## src/logic/ctrl_pkg.sv

```systemverilog
package ctrl_pkg;

  // Host command path widths
  localparam int CMD_ADDR_W = 6;
  localparam int CMD_DATA_W = 32;
  localparam int RESP_W     = 40;
  localparam int SERIAL_W   = 8;
  localparam int SLOT_W     = 2;

  // Addresses decoded by the register block
  localparam logic [CMD_ADDR_W-1:0] ADDR_FREQ   = 6'h01;
  localparam logic [CMD_ADDR_W-1:0] ADDR_SERIAL = 6'h02;
  localparam logic [CMD_ADDR_W-1:0] ADDR_CFG    = 6'h09;

  // Bit positions inside ADDR_CFG data
  localparam int CFG_DATA_VNA    = 23;
  localparam int CFG_DATA_PA_EN  = 19;
  localparam int CFG_DATA_TR_DIS = 18;

  // Packed config bits, vna on top
  localparam int CFG_W      = 3;
  localparam int CFG_VNA    = 2;
  localparam int CFG_PA_EN  = 1;
  localparam int CFG_TR_DIS = 0;

  // One queued command echo
  typedef struct packed {
    logic [CMD_ADDR_W-1:0] addr;
    logic [CMD_DATA_W-1:0] data;
  } resp_entry_t;

  // Response word carrying a command echo
  typedef struct packed {
    logic                  echo;
    logic [CMD_ADDR_W-1:0] addr;
    logic                  tx_on;
    logic [CMD_DATA_W-1:0] data;
  } resp_echo_t;

  // Response word carrying a telemetry slot
  typedef struct packed {
    logic                  echo;
    logic [1:0]            rsvd_hi;
    logic [SLOT_W-1:0]     slot;
    logic                  tx_on;
    logic                  clip;
    logic                  rsvd_lo;
    logic [CMD_DATA_W-1:0] payload;
  } resp_telem_t;

endpackage

```

## src/logic/tick_gen.sv

```systemverilog
module tick_gen #(
  parameter int MS_DIV      = 2500,
  parameter int LED_TICK_MS = 64
) (
  input  logic clk,
  input  logic reset_i,
  output logic ms_pulse_o,
  output logic led_tick_o
);

  localparam int MS_W  = (MS_DIV > 1) ? $clog2(MS_DIV) : 1;
  localparam int LED_W = (LED_TICK_MS > 1) ? $clog2(LED_TICK_MS) : 1;

  logic [MS_W-1:0]  ms_cnt;
  logic [LED_W-1:0] led_cnt;
  logic             ms_wrap;
  logic             led_wrap;

  assign ms_wrap  = (ms_cnt == MS_W'(MS_DIV - 1));
  assign led_wrap = (led_cnt == LED_W'(LED_TICK_MS - 1));

  // Both pulses are registered so they line up on the same cycle
  always_ff @(posedge clk) begin
    if (reset_i) begin
      ms_cnt     <= '0;
      led_cnt    <= '0;
      ms_pulse_o <= 1'b0;
      led_tick_o <= 1'b0;
    end else begin
      ms_cnt     <= ms_wrap ? '0 : ms_cnt + 1'b1;
      ms_pulse_o <= ms_wrap;
      led_tick_o <= ms_wrap & led_wrap;
      // LED counter steps once per millisecond
      if (ms_wrap) begin
        led_cnt <= led_wrap ? '0 : led_cnt + 1'b1;
      end
    end
  end

endmodule

```

## src/logic/led_flash.sv

```systemverilog
module led_flash (
  input  logic clk,
  input  logic reset_i,
  input  logic tick_i,
  input  logic event_i,
  output logic led_o
);

  typedef enum logic [1:0] {
    ST_IDLE  = 2'b00,
    ST_SET   = 2'b01,
    ST_WAIT1 = 2'b10,
    ST_WAIT2 = 2'b11
  } flash_state_t;

  flash_state_t state;
  flash_state_t state_next;

  always_ff @(posedge clk) begin
    if (reset_i) begin
      state <= ST_IDLE;
    end else begin
      state <= state_next;
    end
  end

  // Armed by an event, then three ticks before going dark again
  always_comb begin
    state_next = state;
    case (state)
      ST_IDLE: begin
        if (event_i) begin
          state_next = ST_SET;
        end
      end
      ST_SET: begin
        if (tick_i) begin
          state_next = ST_WAIT1;
        end
      end
      ST_WAIT1: begin
        if (tick_i) begin
          state_next = ST_WAIT2;
        end
      end
      default: begin
        if (tick_i) begin
          state_next = ST_IDLE;
        end
      end
    endcase
  end

  // Active low, LED dark only while idle
  assign led_o = (state == ST_IDLE);

endmodule

```

## src/logic/cmd_regs.sv

```systemverilog
module cmd_regs #(
  parameter int RESP_DEPTH = 4
) (
  input  logic                             clk,
  input  logic                             reset_i,
  input  logic [ctrl_pkg::CMD_ADDR_W-1:0]  cmd_addr_i,
  input  logic [ctrl_pkg::CMD_DATA_W-1:0]  cmd_data_i,
  input  logic                             cmd_rqst_i,
  input  logic                             cmd_resp_i,
  input  logic                             cmd_ptt_i,
  input  logic                             ptt_i,
  input  logic                             txinhibit_i,
  input  logic                             run_i,
  input  logic                             credit_i,
  output logic                             push_o,
  output ctrl_pkg::resp_entry_t            entry_o,
  output logic [ctrl_pkg::CFG_W-1:0]       cfg_o,
  output logic [ctrl_pkg::CMD_DATA_W-1:0]  tx_freq_o,
  output logic [ctrl_pkg::SERIAL_W-1:0]    serial_o,
  output logic                             tx_on_o,
  output logic                             pa_tr_o,
  output logic                             pa_en_o,
  output logic                             rfsw_sel_o
);

  import ctrl_pkg::*;

  localparam int CRED_W = $clog2(RESP_DEPTH + 1);

  logic                  int_ptt;
  logic                  ptt_next;
  logic                  tx_on_q;
  logic [CFG_W-1:0]      cfg_q;
  logic [CMD_DATA_W-1:0] tx_freq_q;
  logic [SERIAL_W-1:0]   serial_q;
  logic [CRED_W-1:0]     credits;
  logic                  resp_accept;

  // Every command carries a fresh PTT bit
  assign ptt_next    = cmd_rqst_i ? cmd_ptt_i : int_ptt;
  assign resp_accept = cmd_rqst_i & cmd_resp_i & (credits != '0);

  always_ff @(posedge clk) begin
    if (reset_i) begin
      int_ptt   <= 1'b0;
      tx_on_q   <= 1'b0;
      cfg_q     <= '0;
      tx_freq_q <= '0;
      serial_q  <= '0;
    end else begin
      int_ptt <= ptt_next;
      // Registered so it moves together with the config bits
      tx_on_q <= (ptt_next | ptt_i) & ~txinhibit_i & run_i;
      if (cmd_rqst_i) begin
        case (cmd_addr_i)
          ADDR_CFG: begin
            cfg_q[CFG_VNA]    <= cmd_data_i[CFG_DATA_VNA];
            cfg_q[CFG_PA_EN]  <= cmd_data_i[CFG_DATA_PA_EN];
            cfg_q[CFG_TR_DIS] <= cmd_data_i[CFG_DATA_TR_DIS];
          end
          ADDR_FREQ:   tx_freq_q <= cmd_data_i;
          ADDR_SERIAL: serial_q  <= cmd_data_i[SERIAL_W-1:0];
          default: ;
        endcase
      end
    end
  end

  // Credit count, push spends one and a returned credit adds one
  always_ff @(posedge clk) begin
    if (reset_i) begin
      push_o  <= 1'b0;
      credits <= CRED_W'(RESP_DEPTH);
    end else begin
      push_o  <= resp_accept;
      credits <= credits - CRED_W'(resp_accept) + CRED_W'(credit_i);
    end
  end

  always_ff @(posedge clk) begin
    if (resp_accept) begin
      entry_o.addr <= cmd_addr_i;
      entry_o.data <= cmd_data_i;
    end
  end

  assign tx_on_o    = tx_on_q;
  assign pa_tr_o    = tx_on_q & ~cfg_q[CFG_VNA] & (cfg_q[CFG_PA_EN] | ~cfg_q[CFG_TR_DIS]);
  assign pa_en_o    = tx_on_q & ~cfg_q[CFG_VNA] & cfg_q[CFG_PA_EN];
  assign rfsw_sel_o = ~cfg_q[CFG_VNA] & cfg_q[CFG_PA_EN];
  assign cfg_o      = cfg_q;
  assign tx_freq_o  = tx_freq_q;
  assign serial_o   = serial_q;

endmodule

```

## src/logic/resp_fifo.sv

```systemverilog
module resp_fifo #(
  parameter int RESP_DEPTH = 4
) (
  input  logic                  clk,
  input  logic                  reset_i,
  input  logic                  push_i,
  input  ctrl_pkg::resp_entry_t entry_i,
  input  logic                  pop_i,
  output logic                  head_valid_o,
  output ctrl_pkg::resp_entry_t head_o,
  output logic                  credit_o
);

  import ctrl_pkg::*;

  localparam int PTR_W = (RESP_DEPTH > 1) ? $clog2(RESP_DEPTH) : 1;
  localparam int CNT_W = $clog2(RESP_DEPTH + 1);

  resp_entry_t       mem [RESP_DEPTH];
  logic [PTR_W-1:0]  wr_ptr;
  logic [PTR_W-1:0]  rd_ptr;
  logic [CNT_W-1:0]  count;
  logic              do_pop;
  logic              wr_last;
  logic              rd_last;

  assign do_pop  = pop_i & head_valid_o;
  assign wr_last = (wr_ptr == PTR_W'(RESP_DEPTH - 1));
  assign rd_last = (rd_ptr == PTR_W'(RESP_DEPTH - 1));

  // Producer never pushes without a credit, so no overflow check here
  always_ff @(posedge clk) begin
    if (reset_i) begin
      wr_ptr   <= '0;
      rd_ptr   <= '0;
      count    <= '0;
      credit_o <= 1'b0;
    end else begin
      if (push_i) begin
        wr_ptr <= wr_last ? '0 : wr_ptr + 1'b1;
      end
      if (do_pop) begin
        rd_ptr <= rd_last ? '0 : rd_ptr + 1'b1;
      end
      count    <= count + CNT_W'(push_i) - CNT_W'(do_pop);
      // Credit goes back one cycle after the entry leaves
      credit_o <= do_pop;
    end
  end

  always_ff @(posedge clk) begin
    if (push_i) begin
      mem[wr_ptr] <= entry_i;
    end
  end

  assign head_valid_o = (count != '0);
  assign head_o       = mem[rd_ptr];

endmodule

```

## src/logic/resp_builder.sv

```systemverilog
module resp_builder (
  input  logic                             clk,
  input  logic                             reset_i,
  input  logic                             resp_rqst_i,
  input  logic                             head_valid_i,
  input  ctrl_pkg::resp_entry_t            head_i,
  output logic                             pop_o,
  input  logic                             tx_on_i,
  input  logic                             rxclip_i,
  input  logic [ctrl_pkg::CFG_W-1:0]       cfg_i,
  input  logic [ctrl_pkg::CMD_DATA_W-1:0]  tx_freq_i,
  input  logic [ctrl_pkg::SERIAL_W-1:0]    serial_i,
  output logic [ctrl_pkg::RESP_W-1:0]      resp_o
);

  import ctrl_pkg::*;

  logic [SLOT_W-1:0] slot_q;
  logic              clip_q;
  logic [RESP_W-1:0] resp_q;
  resp_echo_t        echo_word;
  resp_telem_t       telem_word;

  // Head is consumed in the same cycle as the request
  assign pop_o = resp_rqst_i & head_valid_i;

  always_comb begin
    echo_word.echo  = 1'b1;
    echo_word.addr  = head_i.addr;
    echo_word.tx_on = tx_on_i;
    echo_word.data  = head_i.data;
  end

  always_comb begin
    telem_word       = '0;
    telem_word.slot  = slot_q;
    telem_word.tx_on = tx_on_i;
    telem_word.clip  = clip_q;
    case (slot_q)
      2'd0: begin
        telem_word.payload = CMD_DATA_W'(serial_i);
      end
      2'd1: begin
        telem_word.payload = tx_freq_i;
      end
      2'd2: begin
        telem_word.payload = CMD_DATA_W'(cfg_i);
      end
      default: begin
        telem_word.payload = '0;
      end
    endcase
  end

  always_ff @(posedge clk) begin
    if (reset_i) begin
      slot_q <= '0;
      clip_q <= 1'b0;
      resp_q <= '0;
    end else begin
      if (resp_rqst_i) begin
        // Slot still steps when an echo takes the response
        slot_q <= slot_q + 1'b1;
        clip_q <= 1'b0;
        if (head_valid_i) begin
          resp_q <= echo_word;
        end else begin
          resp_q <= telem_word;
        end
      end else if (rxclip_i) begin
        // Sticky until the host reads it
        clip_q <= 1'b1;
      end
    end
  end

  assign resp_o = resp_q;

endmodule

```

## src/logic/radio_ctrl.sv

```systemverilog
module radio_ctrl #(
  parameter int MS_DIV      = 2500,
  parameter int LED_TICK_MS = 64,
  parameter int RESP_DEPTH  = 4
) (
  input  logic                             clk,
  input  logic                             reset_i,
  input  logic [ctrl_pkg::CMD_ADDR_W-1:0]  cmd_addr_i,
  input  logic [ctrl_pkg::CMD_DATA_W-1:0]  cmd_data_i,
  input  logic                             cmd_rqst_i,
  input  logic                             cmd_resp_i,
  input  logic                             cmd_ptt_i,
  input  logic                             ptt_i,
  input  logic                             txinhibit_i,
  input  logic                             run_i,
  input  logic                             rxclip_i,
  input  logic                             rxgoodlvl_i,
  input  logic                             resp_rqst_i,
  output logic [ctrl_pkg::RESP_W-1:0]      resp_o,
  output logic                             tx_on_o,
  output logic                             pa_tr_o,
  output logic                             pa_en_o,
  output logic                             rfsw_sel_o,
  output logic                             led_clip_o,
  output logic                             led_good_o
);

  import ctrl_pkg::*;

  logic                  led_tick;
  logic                  push;
  resp_entry_t           entry;
  logic                  credit;
  logic                  pop;
  logic                  head_valid;
  resp_entry_t           head;
  logic [CFG_W-1:0]      cfg;
  logic [CMD_DATA_W-1:0] tx_freq;
  logic [SERIAL_W-1:0]   serial;

  // Millisecond pulse only feeds the LED tick inside tick_gen
  tick_gen #(
    .MS_DIV      (MS_DIV),
    .LED_TICK_MS (LED_TICK_MS)
  ) i_tick_gen (
    .clk        (clk),
    .reset_i    (reset_i),
    .ms_pulse_o (),
    .led_tick_o (led_tick)
  );

  led_flash i_led_clip (
    .clk     (clk),
    .reset_i (reset_i),
    .tick_i  (led_tick),
    .event_i (rxclip_i),
    .led_o   (led_clip_o)
  );

  led_flash i_led_good (
    .clk     (clk),
    .reset_i (reset_i),
    .tick_i  (led_tick),
    .event_i (rxgoodlvl_i),
    .led_o   (led_good_o)
  );

  cmd_regs #(
    .RESP_DEPTH (RESP_DEPTH)
  ) i_cmd_regs (
    .clk         (clk),
    .reset_i     (reset_i),
    .cmd_addr_i  (cmd_addr_i),
    .cmd_data_i  (cmd_data_i),
    .cmd_rqst_i  (cmd_rqst_i),
    .cmd_resp_i  (cmd_resp_i),
    .cmd_ptt_i   (cmd_ptt_i),
    .ptt_i       (ptt_i),
    .txinhibit_i (txinhibit_i),
    .run_i       (run_i),
    .credit_i    (credit),
    .push_o      (push),
    .entry_o     (entry),
    .cfg_o       (cfg),
    .tx_freq_o   (tx_freq),
    .serial_o    (serial),
    .tx_on_o     (tx_on_o),
    .pa_tr_o     (pa_tr_o),
    .pa_en_o     (pa_en_o),
    .rfsw_sel_o  (rfsw_sel_o)
  );

  resp_fifo #(
    .RESP_DEPTH (RESP_DEPTH)
  ) i_resp_fifo (
    .clk          (clk),
    .reset_i      (reset_i),
    .push_i       (push),
    .entry_i      (entry),
    .pop_i        (pop),
    .head_valid_o (head_valid),
    .head_o       (head),
    .credit_o     (credit)
  );

  resp_builder i_resp_builder (
    .clk          (clk),
    .reset_i      (reset_i),
    .resp_rqst_i  (resp_rqst_i),
    .head_valid_i (head_valid),
    .head_i       (head),
    .pop_o        (pop),
    .tx_on_i      (tx_on_o),
    .rxclip_i     (rxclip_i),
    .cfg_i        (cfg),
    .tx_freq_i    (tx_freq),
    .serial_i     (serial),
    .resp_o       (resp_o)
  );

endmodule

```

## config.mk

```make
export PLATFORM = sky130hd
export DESIGN_NAME = radio_ctrl
export DESIGN_NICKNAME = d
export VERILOG_FILES = /design/src/logic/ctrl_pkg.sv /design/src/logic/tick_gen.sv /design/src/logic/led_flash.sv /design/src/logic/cmd_regs.sv /design/src/logic/resp_fifo.sv /design/src/logic/resp_builder.sv /design/src/logic/radio_ctrl.sv
export SDC_FILE = /design/constraint.sdc
export NUM_CORES = 1
export LEC_CHECK = 0
export BUFFER_PORTS_ARGS = -buffer_cell sky130_fd_sc_hd__buf_4
export CAP_MARGIN = 30
export CORE_ASPECT_RATIO = 0.5
export CORE_MARGIN = 2
export CORE_UTILIZATION = 30
export CTS_CLUSTER_SIZE = 12
export DETAILED_ROUTE_END_ITERATION = 6
export PLACE_DENSITY = 0.46
export SYNTH_ARGS = -nofsm -noshare
export SYNTH_HDL_FRONTEND = slang
export SYNTH_SLANG_ARGS = --single-unit
```

## constraint.sdc

```tcl
create_clock -name clk -period 8.9 [get_ports clk]
set_clock_uncertainty 0.2 [all_clocks]
set_input_delay 1.78 -clock clk [delete_from_list [all_inputs] [get_ports clk]]
set_output_delay 1.78 -clock clk [all_outputs]
set_load 0.05 [all_outputs]
```

Yosys cells after proc, flatten, opt, wreduce, memory -nomap -nowiden
Memories as Yosys holds them, arrays and structs flattened. A register that Yosys moved wholly into a read port is not among the register bits.
Cells that the tools add are included.
- bits in latches: 0
- bits in read-only memories: 0
- memories kept: 1
- register bits: 161
- bits in writable memories: 152
- input port bits: 49
- memories (memory ; words ; width ; read ports ; clocked after memory_dff ; wr ports ; line ; text):
    i_resp_fifo.mem ; 4 ; 38 ; 1 ; 1 ; 1 ; resp_fifo.sv:19 ; resp_entry_t mem [RESP_DEPTH];
- multiplexer cells: 17
- bitwise logic cells: 16
- shift operators: 0
- multipliers: 0
- equal/unequal tests: 19
- order comparisons: 0
- divide/modulo/power cells: 0
- add/subtract/negate cells: 9
- reductions and logical operators: 14
- operators by type and width (operator ; number):
    $pmux W32 S3 ; 1
    $mux W40 ; 1
    $mux W2 ; 9
    $add A12 B1 Y12 const B ; 1
    $eq A12 B12 Y1 const B ; 1
    $ne A2 B2 Y1 const B ; 6
    $pmux W2 S3 ; 2
    $and A1 B1 Y1 ; 11
    $eq A2 B2 Y1 const B ; 5
    $reduce_and A4 Y1 ; 2
    $add A2 B1 Y2 const B ; 3
    $add A3 B1 Y3 ; 2
    $add A6 B1 Y6 const B ; 1
    $eq A2 B1 Y1 const B ; 3
    $eq A6 B1 Y1 const B ; 1
    $eq A6 B2 Y1 const B ; 1
    $eq A6 B4 Y1 const B ; 1
    $eq A6 B6 Y1 const B ; 1
    $logic_not A2 Y1 ; 3
    $mux W6 ; 1
    $reduce_and A2 Y1 ; 3
    $reduce_bool A3 Y1 ; 2
    $sub A3 B1 Y3 ; 2
    $reduce_bool A2 Y1 ; 2
    other kinds (4) ; 10

Longest topological paths before layout
- depth in word-level cells: 5
- gate-level depth with buffers: 10

By module
A second synthesis with hierarchy kept.
- cells, all modules: 828
- area, all modules: 12620.9 um^2
- modules (own cells, without submodules) (module ; cells an instance ; area an instance (um^2) ; sequential area each (um^2) ; instances):
    resp_fifo ; 244 ; 5989.5 ; 4764.6 ; 1
    cmd_regs ; 254 ; 3283.1 ; 2122.0 ; 1
    resp_builder ; 198 ; 2122.0 ; 860.8 ; 1
    tick_gen ; 98 ; 875.8 ; 400.4 ; 1
    led_flash ; 17 ; 175.2 ; 40.0 ; 2

Least setup slack after synthesis
No wires, ideal clock.
- path type: input port to flip-flop
- from: in cmd_rqst_i
- to: reg i_cmd_regs.credits[1]
- buffers on the path: 0
- path slack: 4650 ps
- arrival time: 3923 ps
- stages on the path: 6
- path through: o311a_1 -> ha_1 -> inv_1 -> ha_1 -> fa_1 -> nor2b_1
- cells in the longest elaborated chain, start to end: 4
- RTL lines (element ; line ; text):
    start: declaration ; radio_ctrl.sv:10 ; input logic cmd_rqst_i,
    $and A1 B1 Y1 (2 in a row) ; cmd_regs.sv:41 ; assign resp_accept = cmd_rqst_i & cmd_resp_i & (credits != '0);
    $sub A3 B1 Y3 ; cmd_regs.sv:76 ; credits <= credits - CRED_W'(resp_accept) + CRED_W'(credit_i);
    $add A3 B1 Y3 ; cmd_regs.sv:76 ;
    end signal: assignment ; cmd_regs.sv:73 ; credits <= CRED_W'(RESP_DEPTH);
    end signal: assignment ; cmd_regs.sv:76 ;
    end: declaration ; cmd_regs.sv:36 ; logic [CRED_W-1:0] credits;
Every way passes these cells.
A chain may end at the register's enable or synchronous reset.

Final worst setup path
- from: reg i_cmd_regs.tx_on_q (netlist: i_cmd_regs.tx_on_o)
- to: out pa_tr_o
- cells in the longest elaborated chain, start to end: 2
- RTL lines (element ; line ; text):
    start: declaration ; cmd_regs.sv:32 ; logic tx_on_q;
    start signal: assignment ; cmd_regs.sv:53 ; tx_on_q <= (ptt_next | ptt_i) & ~txinhibit_i & run_i;
    $and A1 B1 Y1 (2 in a row) ; cmd_regs.sv:88 ; assign pa_tr_o = tx_on_q & ~cfg_q[CFG_VNA] & (cfg_q[CFG_PA_EN] | ~cfg_q[CFG_TR_DIS]);
    end: declaration ; radio_ctrl.sv:21 ; output logic pa_tr_o,
Every way passes these cells.

==> results.json <==
{
  "final_nets": 999,
  "period_share_pct": 41.3,
  "arrival_ns": 1.69,
  "yosys.area.top_type": "edfxtp_1",
  "yosys-top-cells-count": "190 x edfxtp_1, 125 x dfxtp_1, 85 x nand2_1",
  "syn_inst": 838,
  "yosysWarnings": 0,
  "synth_most_common_cell": "edfxtp_1",
  "synth_edf_count": 190,
  "start_kind": "register",
  "power_density_nw_per_um2": 253,
  "setup.worst_path.end_class": "output pin",
  "rows": 51,
  "syn_nets": 909,
  "start_util_pct": 30.5,
  "holdBufCountCts": 0,
  "min-delay-path-class": "register to register",
  "status": "finished, final reports clean",
  "setup_violations": 0,
  "area_growth_pct": 18.4,
  "p_leak_nw": 4.71,
  "synthFlopType": "edfxtp_1",
  "cts-root-buf": "clkbuf_16",
  "clkTransAtPathRegs_ns": 0.06,
  "dp_cells": 1425,
  "path_class": "register to output pin",
  "dr.first_iter.drc_count": 380,
  "ys_seq_area_share_pct": 69.1,
  "rsz0062_at_grt": "false",
  "hold_end": "i_tick_gen.ms_cnt[0]",
  "maxSlewViolCount": 0,
  "cts.path.max_buffers": 3,
  "viasPerCell": 4.67,
  "grt_pass1_wl_mm": 42.1,
  "vias": 6926,
  "crit_chain": "nor3b_1, buf_4",
  "required_ns": 6.92,
  "num_io_pins": 95,
  "worstMarginPinSlew_ns": 0.910,
  "instances_no_fill": 1483,
  "ys_types": 46,
  "wirelength_mm": 27.5,
  "postRouteAntennaNets": 0,
  "core_area_um2": 38900,
  "synth.area.top_cells": "edfxtp_1 48%, dfxtp_1 21%, mux4_2 7.2%",
  "multiInputGateArea_um2": 3390,
  "fill_cells": 3799,
  "yosys.area.top_type_share_pct": 48.1,
  "reg2reg_slack_ns": 6.32,
  "clock-sinks": 315,
  "die_w_um": 285,
  "r2r-start": "i_cmd_regs.credits[1]",
  "critical_path.slowest_cell": "dfxtp_1",
  "rr_worst_depth": 8,
  "diodes": 0,
  "die_area_um2": 41300,
  "critPathMaxFanout": 5,
  "globalplace.congestion": 0.696,
  "grt.overflow.total": 0,
  "die_h_um": 145,
  "dp_hpwl_mm": 15.9,
  "drcViolationCount": 0,
  "rr_endpoint": "i_cmd_regs.credits[2]",
  "grt_max_degree": 84,
  "hold-path-cell-count": 1,
  "port_buffers": 94,
  "cts_buffers": 31,
  "holdCritStartpoint": "i_tick_gen.ms_cnt[0]",
  "regArea_um2": 8210,
  "firstDrtPassIters": 5,
  "placed_area_um2": 13100,
  "drv_cap": 0,
  "fmax_ghz": 0.272,
  "yosys_register_bits": 315,
  "avgSynthCellArea_um2": 14.2,
  "cts_resized": 0,
  "clk_latency_ns": 0.57,
  "wl_per_cell_um": 18.5,
  "ir_drop_mv": 0.133,
  "grt_usage_pct": 13.4,
  "design_area_um2": 14100,
  "grt_antenna_before_repair": 0,
  "cts_setup_buffers": 0,
  "syn_area_um2": 11900,
  "drive_above_1_share_pct": 20.5,
  "tritoncts": "built",
  "tns_ns": 0,
  "p_total_w": 0.00356,
  "async_reset_ff_share_pct": 0,
  "grt_pass1_vias": 7169,
  "cts_htree_levels": 1,
  "max_stage_delay_ns": 0.57,
  "slew-limit-headroom_pct": 39.3,
  "hold_viol": 0,
  "period_needed_ns": 3.67
}
[worst max-delay path by stage]
stage                        from                     to  slack, ns
2_1_floorplan          cmd_rqst_i  i_cmd_regs.credits[1]       4.65
3_3_place_gp           cmd_rqst_i  i_cmd_regs.credits[1]       4.81
3_5_place_dp           cmd_rqst_i  i_cmd_regs.credits[1]       4.77
4_1_cts        i_cmd_regs.tx_on_o                pa_tr_o       5.14
5_1_grt        i_cmd_regs.tx_on_o                pa_tr_o       5.13
6_report       i_cmd_regs.tx_on_o                pa_tr_o       5.23
[critical path, delay by kind of cell, from the launching register on]
family,cells,cell delay [ns]
flip-flops,1,0.57
buffers and inverters,1,0.25
AND/OR/NAND/NOR,1,0.30
[layer usage]
metal	track usage (%)	share of wire (%)	vias up
li1	-	-	3292
met1	17.1	45	3501
met2	24.2	50	98
met3	2.26	3.5	35
met4	2.89	1.5	0
met5	0	0	-
[cell families after synthesis]
family          count (synthesis)  synth area share [%]
xor+xnor                       16                  1.18
compound gates                132                  7.30
mux                            57                  8.81
fa+ha+maj                      22                  2.44
simple gates                  227                  8.62
buf+inv                        69                  2.52
flops                         315                  69.1
[through the flow]
stage / hold slack [ns] / utilization [%] / worst slack, ns
floorplan: 0.218 / - / 4.65
global placement: 0.232 / 33.8 / 4.81
detailed placement: 0.245 / 33.8 / 4.77
CTS: 0.254 / 36.1 / 5.14
global route: 0.274 / 36.1 / 5.13
finish: 0.252 / 36.1 / 5.23
[placed cells by master, fill, tap and decap left out, types with 6 or more instances in the layout]
cell type and instances:
mux4_2 38, a22oi_1 29, dfxtp_1 123, inv_1 17, nor3_1 14, xnor2_1 12, o31ai_1 9, ha_1 20
mux2i_1 19, a21oi_1 54, a211oi_1 25, buf_4 108, clkbuf_1 21, nor2_1 81, edfxtp_1 190, nand2_1 85
nand3_1 7, clkbuf_16 31, nor2b_1 6
[power by group]
part           internal, W  switching [W]
clock             0.000670       0.000538
sequential         0.00164      0.0000582
combinational     0.000245       0.000411
total              0.00255        0.00101
[state kept, by name, summed over array words and instances, names as in the netlist, 6 cells and up, named ones only]
signal	flops
i_cmd_regs.tx_freq_o	32
i_cmd_regs.serial_o	8
i_resp_builder.resp_o	40
i_resp_fifo.mem	152
i_cmd_regs.entry_o	38
i_tick_gen.ms_cnt	12
i_tick_gen.led_cnt	6
[cell type report]
class	instances	area share [%]
Timing Repair Buffer	109	5.80
Multi-Input combinational cell	454	24.1
Clock inverter	4	0.240
Inverter	17	0.454
Tap cell	530	4.72
Clock buffer	54	6.27
Sequential cell	315	58.4
Note: power is estimated with default switching activity, not from simulation.
